--- src/hdl/mips_pkg.sv ---
package mips_pkg;

	localparam int WORD_W = 32;
	localparam int REG_ADDR_W = 5;
	localparam int NUM_REGS = 32;

	typedef logic [WORD_W-1:0] word_t;
	typedef logic [REG_ADDR_W-1:0] reg_addr_t;
	typedef logic [5:0] opcode_t;
	typedef logic [5:0] funct_t;
	typedef logic [3:0] alu_op_t;

	localparam word_t RESET_PC = 32'h0000_0000;
	localparam word_t PC_STEP = 32'd4;

	localparam opcode_t OP_SPECIAL = 6'b000000;
	localparam opcode_t OP_ADDIU = 6'b001001;
	localparam opcode_t OP_ANDI = 6'b001100;
	localparam opcode_t OP_ORI = 6'b001101;
	localparam opcode_t OP_XORI = 6'b001110;
	localparam opcode_t OP_SLTI = 6'b001010;
	localparam opcode_t OP_LUI = 6'b001111;
	localparam opcode_t OP_LW = 6'b100011;
	localparam opcode_t OP_SW = 6'b101011;
	localparam opcode_t OP_BEQ = 6'b000100;
	localparam opcode_t OP_BNE = 6'b000101;
	localparam opcode_t OP_J = 6'b000010;

	localparam funct_t FN_ADDU = 6'b100001;
	localparam funct_t FN_SUBU = 6'b100011;
	localparam funct_t FN_AND = 6'b100100;
	localparam funct_t FN_OR = 6'b100101;
	localparam funct_t FN_XOR = 6'b100110;
	localparam funct_t FN_NOR = 6'b100111;
	localparam funct_t FN_SLT = 6'b101010;
	localparam funct_t FN_SLTU = 6'b101011;

	localparam alu_op_t ALU_ADD = 4'd0;
	localparam alu_op_t ALU_SUB = 4'd1;
	localparam alu_op_t ALU_AND = 4'd2;
	localparam alu_op_t ALU_OR = 4'd3;
	localparam alu_op_t ALU_XOR = 4'd4;
	localparam alu_op_t ALU_NOR = 4'd5;
	localparam alu_op_t ALU_SLT = 4'd6;
	localparam alu_op_t ALU_SLTU = 4'd7;
	localparam alu_op_t ALU_LUI = 4'd8;

	// one-hot state encoding
	typedef enum logic [8:0] {
		S_INIT = 9'b000000001,
		S_IF = 9'b000000010,
		S_IW = 9'b000000100,
		S_ID = 9'b000001000,
		S_EX = 9'b000010000,
		S_ST = 9'b000100000,
		S_LD = 9'b001000000,
		S_RDW = 9'b010000000,
		S_WB = 9'b100000000
	} state_t;

	typedef struct packed {
		reg_addr_t rs;
		reg_addr_t rt;
		reg_addr_t dest;
		word_t imm_ext;
		alu_op_t alu_op;
		logic src2_imm;
		logic reg_write;
		logic is_load;
		logic is_store;
		logic is_branch_eq;
		logic is_branch_ne;
		logic is_jump;
		logic [25:0] jump_index;
	} decoded_t;

	typedef struct packed {
		word_t addr;
		word_t wdata;
		logic write;
		logic read;
	} mem_req_t;

endpackage

--- src/hdl/alu.sv ---
`timescale 1ns/1ps

module alu import mips_pkg::*; (
	input word_t a,
	input word_t b,
	input alu_op_t op,
	output word_t result
);

	word_t sum;
	word_t diff;

	assign sum = a + b;
	assign diff = a - b;

	always_comb begin
		case (op)
			ALU_ADD: result = sum;
			ALU_SUB: result = diff;
			ALU_AND: result = a & b;
			ALU_OR: result = a | b;
			ALU_XOR: result = a ^ b;
			ALU_NOR: result = ~(a | b);
			ALU_SLT: result = {31'b0, $signed(a) < $signed(b)};
			ALU_SLTU: result = {31'b0, a < b};
			ALU_LUI: result = {b[15:0], 16'h0000};
			default: result = sum;
		endcase
	end

endmodule

--- src/hdl/reg_file.sv ---
`timescale 1ns/1ps

module reg_file import mips_pkg::*; (
	input logic clk,
	input logic rst,
	input reg_addr_t raddr1,
	input reg_addr_t raddr2,
	input reg_addr_t waddr,
	input logic wen,
	input word_t wdata,
	output word_t rdata1,
	output word_t rdata2
);

	word_t regs [NUM_REGS];

	always_ff @(posedge clk) begin
		if (rst) begin
			for (int i = 0; i < NUM_REGS; i++)
				regs[i] <= '0;
		end else if (wen && (waddr != '0)) begin
			regs[waddr] <= wdata; // r0 stays zero
		end
	end

	assign rdata1 = regs[raddr1];
	assign rdata2 = regs[raddr2];

endmodule

--- src/hdl/inst_decoder.sv ---
`timescale 1ns/1ps

module inst_decoder import mips_pkg::*; (
	input word_t inst,
	output decoded_t dec
);

	opcode_t opcode;
	funct_t funct;
	logic zero_ext;

	assign opcode = inst[31:26];
	assign funct = inst[5:0];

	always_comb begin
		dec = '0;
		zero_ext = 1'b0;
		dec.rs = inst[25:21];
		dec.rt = inst[20:16];
		dec.dest = inst[15:11];
		dec.jump_index = inst[25:0];
		dec.alu_op = ALU_ADD;
		case (opcode)
			OP_SPECIAL: begin
				dec.reg_write = 1'b1;
				case (funct)
					FN_ADDU: dec.alu_op = ALU_ADD;
					FN_SUBU: dec.alu_op = ALU_SUB;
					FN_AND: dec.alu_op = ALU_AND;
					FN_OR: dec.alu_op = ALU_OR;
					FN_XOR: dec.alu_op = ALU_XOR;
					FN_NOR: dec.alu_op = ALU_NOR;
					FN_SLT: dec.alu_op = ALU_SLT;
					FN_SLTU: dec.alu_op = ALU_SLTU;
					default: dec.reg_write = 1'b0; // unsupported funct acts as nop
				endcase
			end
			OP_ADDIU: dec.alu_op = ALU_ADD;
			OP_SLTI: dec.alu_op = ALU_SLT;
			OP_ANDI: begin
				dec.alu_op = ALU_AND;
				zero_ext = 1'b1;
			end
			OP_ORI: begin
				dec.alu_op = ALU_OR;
				zero_ext = 1'b1;
			end
			OP_XORI: begin
				dec.alu_op = ALU_XOR;
				zero_ext = 1'b1;
			end
			OP_LUI: dec.alu_op = ALU_LUI;
			OP_LW: dec.is_load = 1'b1;
			OP_SW: dec.is_store = 1'b1;
			OP_BEQ: dec.is_branch_eq = 1'b1;
			OP_BNE: dec.is_branch_ne = 1'b1;
			OP_J: dec.is_jump = 1'b1;
			default: ;
		endcase
		// immediate forms and lw write rt
		if (opcode inside {OP_ADDIU, OP_SLTI, OP_ANDI, OP_ORI, OP_XORI, OP_LUI, OP_LW}) begin
			dec.reg_write = 1'b1;
			dec.src2_imm = 1'b1;
			dec.dest = inst[20:16];
		end
		if (opcode == OP_SW)
			dec.src2_imm = 1'b1;
		dec.imm_ext = zero_ext ? {16'h0000, inst[15:0]} : {{16{inst[15]}}, inst[15:0]};
	end

endmodule

--- src/hdl/fetch_unit.sv ---
`timescale 1ns/1ps

module fetch_unit import mips_pkg::*; (
	input logic clk,
	input logic rst,
	input logic ir_load,
	input logic pc_update,
	input logic pc_load,
	input word_t instruction,
	input decoded_t dec,
	input word_t rs_value,
	input word_t rt_value,
	output word_t pc,
	output word_t inst
);

	word_t next_pc;
	word_t pc_plus4;
	word_t br_target;
	word_t jump_target;
	logic br_taken;

	assign pc_plus4 = pc + PC_STEP;
	assign br_target = pc_plus4 + {dec.imm_ext[29:0], 2'b00};
	assign jump_target = {pc[31:28], dec.jump_index, 2'b00};
	assign br_taken = (dec.is_branch_eq && (rs_value == rt_value)) ||
		(dec.is_branch_ne && (rs_value != rt_value));

	always_ff @(posedge clk) begin
		if (rst) begin
			pc <= RESET_PC;
			next_pc <= RESET_PC;
		end else begin
			if (pc_update) begin
				if (dec.is_jump)
					next_pc <= jump_target;
				else if (br_taken)
					next_pc <= br_target;
				else
					next_pc <= pc_plus4;
			end
			if (pc_load)
				pc <= next_pc;
		end
	end

	always_ff @(posedge clk) begin
		if (ir_load)
			inst <= instruction;
	end

endmodule

--- src/hdl/mem_stage.sv ---
`timescale 1ns/1ps

module mem_stage import mips_pkg::*; (
	input logic clk,
	input logic rst,
	input logic rd_load,
	input logic mem_write_en,
	input logic mem_read_en,
	input word_t alu_result,
	input word_t rt_value,
	input word_t read_data,
	input decoded_t dec,
	output mem_req_t mem_req,
	output word_t wb_data
);

	word_t read_data_reg;

	always_comb begin
		mem_req.addr = {alu_result[31:2], 2'b00}; // word accesses only
		mem_req.wdata = rt_value;
		mem_req.write = mem_write_en;
		mem_req.read = mem_read_en;
	end

	always_ff @(posedge clk) begin
		if (rst)
			read_data_reg <= '0;
		else if (rd_load)
			read_data_reg <= read_data;
	end

	assign wb_data = dec.is_load ? read_data_reg : alu_result;

endmodule

--- src/hdl/cpu_control.sv ---
`timescale 1ns/1ps

module cpu_control import mips_pkg::*; (
	input logic clk,
	input logic rst,
	input logic inst_req_ack,
	input logic inst_valid,
	input logic mem_req_ack,
	input logic read_data_valid,
	input decoded_t dec,
	output logic inst_req_valid,
	output logic inst_ack,
	output logic read_data_ack,
	output logic mem_write_en,
	output logic mem_read_en,
	output logic ir_load,
	output logic pc_update,
	output logic pc_load,
	output logic rf_wen,
	output logic rd_load
);

	state_t state;
	state_t next_state;

	always_ff @(posedge clk) begin
		if (rst)
			state <= S_INIT;
		else
			state <= next_state;
	end

	always_comb begin
		next_state = state;
		case (state)
			S_INIT: next_state = S_IF;
			S_IF: if (inst_req_ack) next_state = S_IW;
			S_IW: if (inst_valid) next_state = S_ID;
			S_ID: next_state = S_EX;
			S_EX: begin
				if (dec.is_branch_eq || dec.is_branch_ne || dec.is_jump)
					next_state = S_IF; // no write-back for control flow
				else if (dec.is_store)
					next_state = S_ST;
				else if (dec.is_load)
					next_state = S_LD;
				else
					next_state = S_WB;
			end
			S_ST: if (mem_req_ack) next_state = S_IF;
			S_LD: if (mem_req_ack) next_state = S_RDW;
			S_RDW: if (read_data_valid) next_state = S_WB;
			S_WB: next_state = S_IF;
			default: next_state = S_INIT;
		endcase
	end

	assign inst_req_valid = (state == S_IF);
	assign inst_ack = (state == S_IW);
	assign read_data_ack = (state == S_RDW);
	assign mem_write_en = (state == S_ST);
	assign mem_read_en = (state == S_LD);
	assign ir_load = (state == S_IW) && inst_valid;
	assign pc_update = (state == S_ID);
	assign pc_load = (next_state == S_IF) && (state != S_IF); // entry into fetch only
	assign rf_wen = (state == S_WB) && dec.reg_write;
	assign rd_load = (state == S_RDW) && read_data_valid;

endmodule

--- src/hdl/mips_core.sv ---
`timescale 1ns/1ps

module mips_core import mips_pkg::*; (
	input logic clk,
	input logic rst,
	output word_t pc,
	output logic inst_req_valid,
	input logic inst_req_ack,
	input word_t instruction,
	input logic inst_valid,
	output logic inst_ack,
	output mem_req_t mem_req,
	input logic mem_req_ack,
	input word_t read_data,
	input logic read_data_valid,
	output logic read_data_ack
);

	decoded_t dec;
	word_t inst;
	word_t rs_value;
	word_t rt_value;
	word_t alu_b;
	word_t alu_result;
	word_t wb_data;
	logic mem_write_en;
	logic mem_read_en;
	logic ir_load;
	logic pc_update;
	logic pc_load;
	logic rf_wen;
	logic rd_load;

	assign alu_b = dec.src2_imm ? dec.imm_ext : rt_value;

	cpu_control u_control (
		.clk(clk), .rst(rst),
		.inst_req_ack(inst_req_ack), .inst_valid(inst_valid),
		.mem_req_ack(mem_req_ack), .read_data_valid(read_data_valid),
		.dec(dec),
		.inst_req_valid(inst_req_valid), .inst_ack(inst_ack),
		.read_data_ack(read_data_ack),
		.mem_write_en(mem_write_en), .mem_read_en(mem_read_en),
		.ir_load(ir_load), .pc_update(pc_update), .pc_load(pc_load),
		.rf_wen(rf_wen), .rd_load(rd_load)
	);

	fetch_unit u_fetch (
		.clk(clk), .rst(rst),
		.ir_load(ir_load), .pc_update(pc_update), .pc_load(pc_load),
		.instruction(instruction), .dec(dec),
		.rs_value(rs_value), .rt_value(rt_value),
		.pc(pc), .inst(inst)
	);

	inst_decoder u_decoder (.inst(inst), .dec(dec));

	reg_file u_regs (
		.clk(clk), .rst(rst),
		.raddr1(dec.rs), .raddr2(dec.rt), .waddr(dec.dest),
		.wen(rf_wen), .wdata(wb_data),
		.rdata1(rs_value), .rdata2(rt_value)
	);

	alu u_alu (.a(rs_value), .b(alu_b), .op(dec.alu_op), .result(alu_result));

	mem_stage u_mem (
		.clk(clk), .rst(rst),
		.rd_load(rd_load), .mem_write_en(mem_write_en), .mem_read_en(mem_read_en),
		.alu_result(alu_result), .rt_value(rt_value), .read_data(read_data),
		.dec(dec), .mem_req(mem_req), .wb_data(wb_data)
	);

endmodule

--- config.mk ---
export PLATFORM = sky130hd
export DESIGN_NAME = mips_core
export DESIGN_NICKNAME = d
export VERILOG_FILES = /design/src/hdl/mips_pkg.sv /design/src/hdl/alu.sv /design/src/hdl/reg_file.sv /design/src/hdl/inst_decoder.sv /design/src/hdl/fetch_unit.sv /design/src/hdl/mem_stage.sv /design/src/hdl/cpu_control.sv /design/src/hdl/mips_core.sv
export SDC_FILE = /design/constraint.sdc
export NUM_CORES = 2
export LEC_CHECK = 0
export BUFFER_PORTS_ARGS = -buffer_cell sky130_fd_sc_hd__buf_4
export CORE_UTILIZATION = 30
export DETAILED_ROUTE_END_ITERATION = 8
export GPL_TIMING_DRIVEN = 0
export PLACE_DENSITY = 0.49
export SLEW_MARGIN = 10
export SYNTH_ARGS = -nofsm -noshare
export SYNTH_HDL_FRONTEND = slang
export SYNTH_HIERARCHICAL = 1
export SYNTH_SLANG_ARGS = --single-unit
--- constraint.sdc ---
create_clock -name clk -period 16.2 [get_ports clk]
set_input_delay 3.24 -clock clk [delete_from_list [all_inputs] [get_ports clk]]
set_output_delay 3.24 -clock clk [all_outputs]
set_load 0.005 [all_outputs]
==> impl_metrics.sql <==
INSERT INTO impl_metrics (metric_group, metric, value, unit) VALUES
('run_status', 'outcome', 'finished with violations', ''),
('run_status', 'violations_in_the_final_reports', 'DRC', ''),
('critical_path', 'worst-endpoint-arrival', '9.12', 'ns'),
('timing', 'timing.max_slew.rel_slack', '0.0773', ''),
('detailed_routing', 'routedWlPerCell', '30.5', 'um'),
('timing', 'transition_time_at_the_pin_with_the_least_slew_margin', '1.38', 'ns'),
('worst_hold_path', 'worst_hold_path_type', 'flip-flop to flip-flop', ''),
('global_route', 'antenna_found_initial', '20', ''),
('floorplan', 'die_area', '0.241', 'mm^2'),
('final_layout', 'finalNonFillerCells', '10200', ''),
('critical_path', 'crit_buf_inv', '5', ''),
('worst_hold_path', 'hold-path-endpoint', 'u_fetch/next_pc[10]', ''),
('critical_path', 'critical-path-slowest-cell', 'sky130_fd_sc_hd__clkbuf_1', ''),
('synth', 'yosysMostFrequentCell', 'sky130_fd_sc_hd__mux2i_1', ''),
('detailed_routing', 'dr_total_vias', '55100', ''),
('synth', 'postSynthAreaPerCell', '11.0', 'um^2'),
('synth', 'post_synth_cell_types', '110', ''),
('clock_tree', 'worstSkewPairLatency', '0.83', 'ns'),
('floorplan', 'die-width', '491', 'um'),
('synth', 'yosys_warnings', '6', ''),
('timing', 'final_min_period_over_clock_period', '0.763', ''),
('clock_tree', 'clock_pin_slew_on_the_worst_setup_and_hold_paths', '0.06', 'ns'),
('timing', 'fin_setup_tns', '0', 'ns'),
('timing', 'grt_setup_unrepaired', 'false', ''),
('timing', 'achievable-frequency', '80.9', 'MHz'),
('pwr', 'finalPower', '7250', 'uW'),
('clock_tree', 'root_buffer', 'sky130_fd_sc_hd__clkbuf_16', ''),
('floorplan', 'initial_core_util', '0.302', ''),
('pwr', 'cellLeakagePower', '0.0331', 'uW'),
('synth', 'synth-edff-count', '1056', ''),
('critical_path', 'timing.reg2reg.setup_slack', '6.76', 'ns'),
('worst_hold_path', 'min_delay_path_depth', '1', ''),
('critical_path', 'worst-setup-path-type', 'flip-flop to output port', ''),
('pwr', 'pwr_density_cell', '88.4', 'mW/mm^2'),
('timing', 'whs', '0.478', 'ns'),
('timing', 'hold_violations', '0', ''),
('detailed_routing', 'initialDrtViolationCount', '5835', ''),
('detailed_routing', 'drc', '52', ''),
('timing', 'period_needed', '12.36', 'ns'),
('final_layout', 'top_register', 'u_regs/regs', ''),
('pwr', 'internal_pwr_total', '5420', 'uW'),
('global_route', 'globalRouteTotalUtil', '0.251', ''),
('clock_tree', 'cts_tree', 'built', ''),
('synth', 'syn-instance-count', '6559', ''),
('placed_design', 'gp_congestion', '0.963', ''),
('timing', 'layout_setup_ws', '3.84', 'ns'),
('global_route', 'grt_pass1_vias', '53100', ''),
('run', 'drv_cap', '0', ''),
('clock_tree', 'ctsResizeCount', '0', ''),
('clock_tree', 'clock_sink_total', '1161', ''),
('pwr', 'ir_drop', '68.1', 'uV'),
('final_layout', 'largest_register_ff_count', '1024', ''),
('critical_path', 'crit_path_max_incr_delay', '1.00', 'ns'),
('synth', 'synthTopCellsByCount', 'sky130_fd_sc_hd__mux2i_1, sky130_fd_sc_hd__edfxtp_1, sky130_fd_sc_hd__and2_1', ''),
('timing', 'final-setup-viol-count', '0', ''),
('floorplan', 'ioPinCount', '171', ''),
('critical_path', 'cp-end-kind', 'output port', ''),
('timing', 'drv_slew', '0', ''),
('synth', 'ys_top_cells_by_area', 'sky130_fd_sc_hd__edfxtp_1, sky130_fd_sc_hd__mux2i_1, sky130_fd_sc_hd__and2_1, sky130_fd_sc_hd__dfxtp_1, sky130_fd_sc_hd__ha_1', ''),
('global_route', 'largest_net_degree_at_the_start_of_global_routing', '33', ''),
('clock_tree', 'clockBufferDepth', '3', ''),
('critical_path', 'critical_path.cell_chain', 'buf_4, nor2_1, clkbuf_2, clkbuf_1, a22oi_1, nand3_1, nand3_1, mux2_4, fa_1, o21bai_1, o211ai_1, a211oi_1, o21ai_1, a211oi_1, o211ai_2, a2111oi_0, nor3_1, a22oi_1, buf_4, buf_4', ''),
('synth', 'synth_top_area_share', '0.441', ''),
('clock_tree', 'cts_buffers', '144', ''),
('pwr', 'seq_power_share', '0.470', ''),
('critical_path', 'timing.critical_path.from_type', 'flip-flop', ''),
('detailed_routing', 'postRouteAntennaNets', '0', ''),
('timing', 'clock_skew_after_layout', '0.0392', 'ns'),
('pwr', 'power.combinational.fraction', '0.080', ''),
('synth', 'post_synthesis_async_set_or_reset_flop_share', '0', ''),
('detailed_routing', 'routed_wirelength', '312', 'mm');
## power by group through the flow
stage | clock (uW) | combinational (uW) | sequential [uW]
global placement | 0 | 568 | 3460
finish | 3260 | 580 | 3410
detailed placement | 0 | 571 | 3470
global route | 3430 | 609 | 3420
floorplan | 0 | 329 | 3450
CTS | 3320 | 573 | 3410
## per-stage QoR
step,cell area (um^2),utilization
4_1_cts,82000,0.345
3_3_place_gp,77200,0.324
2_1_floorplan,71900,-
6_report,82000,0.345
3_5_place_dp,77300,0.325
5_1_grt,82000,0.345
## routing by layer
layer  vias to the layer above  global-route usage  part of all wire
met5                         -                   0          0.000032
met4                         2               0.105             0.043
met3                       356              0.0408             0.074
met2                      2298               0.382              0.44
met1                     28000               0.350              0.45
li1                      24500                   -                 -
## area by class of cell
cell class	count	area, um^2
Tap cell	3167	3960
Timing Repair Buffer	174	1350
Fill cell	23900	156000
Clock inverter	83	926
Inverter	123	462
Antenna cell	7	17.5
Multi-Input combinational cell	4624	33900
Clock buffer	181	3770
Sequential cell	1161	33800
Buffer	683	3760
## worst max-delay path by stage
stage                                 from     endpoint  slack, ns  cells after the start
after CTS                 u_fetch/inst[18]  mem_req[47]       3.92                     21
after global routing      u_fetch/inst[16]  mem_req[60]       3.72                     20
after floorplan           u_fetch/inst[16]  mem_req[60]       8.39                     21
after detailed placement  u_fetch/inst[16]  mem_req[47]       4.82                     21
final                     u_fetch/inst[16]  mem_req[60]       3.84                     20
after global placement    u_fetch/inst[18]  mem_req[47]       4.06                     21
## cell usage in the layout, fill, tap and decap left out, types with 36 or more instances in the layout
master	n
sky130_fd_sc_hd__nand2_1	313
sky130_fd_sc_hd__o21ai_0	74
sky130_fd_sc_hd__nor2_1	220
sky130_fd_sc_hd__buf_2	129
sky130_fd_sc_hd__dfxtp_1	105
sky130_fd_sc_hd__or2_2	43
sky130_fd_sc_hd__a22oi_1	203
sky130_fd_sc_hd__nand3_1	219
sky130_fd_sc_hd__a21o_1	36
sky130_fd_sc_hd__buf_4	369
sky130_fd_sc_hd__mux2i_1	1103
sky130_fd_sc_hd__a31oi_1	74
sky130_fd_sc_hd__ha_1	133
sky130_fd_sc_hd__inv_1	122
sky130_fd_sc_hd__mux2_4	60
sky130_fd_sc_hd__edfxtp_1	1056
sky130_fd_sc_hd__clkbuf_1	326
sky130_fd_sc_hd__and2_1	1000
sky130_fd_sc_hd__nor3_1	107
sky130_fd_sc_hd__clkbuf_16	145
sky130_fd_sc_hd__a22o_1	131
sky130_fd_sc_hd__a21oi_1	321
sky130_fd_sc_hd__xnor2_1	70
## cells by family after synthesis
kind of cell    share of synthesized area
other cells                      0.000105
buf+inv                            0.0588
fa+ha+maj                          0.0240
flops                               0.471
mux                                 0.168
xor+xnor                           0.0120
simple gates                        0.161
compound gates                      0.106
No activity file was read; power rests on OpenSTA's default activity.
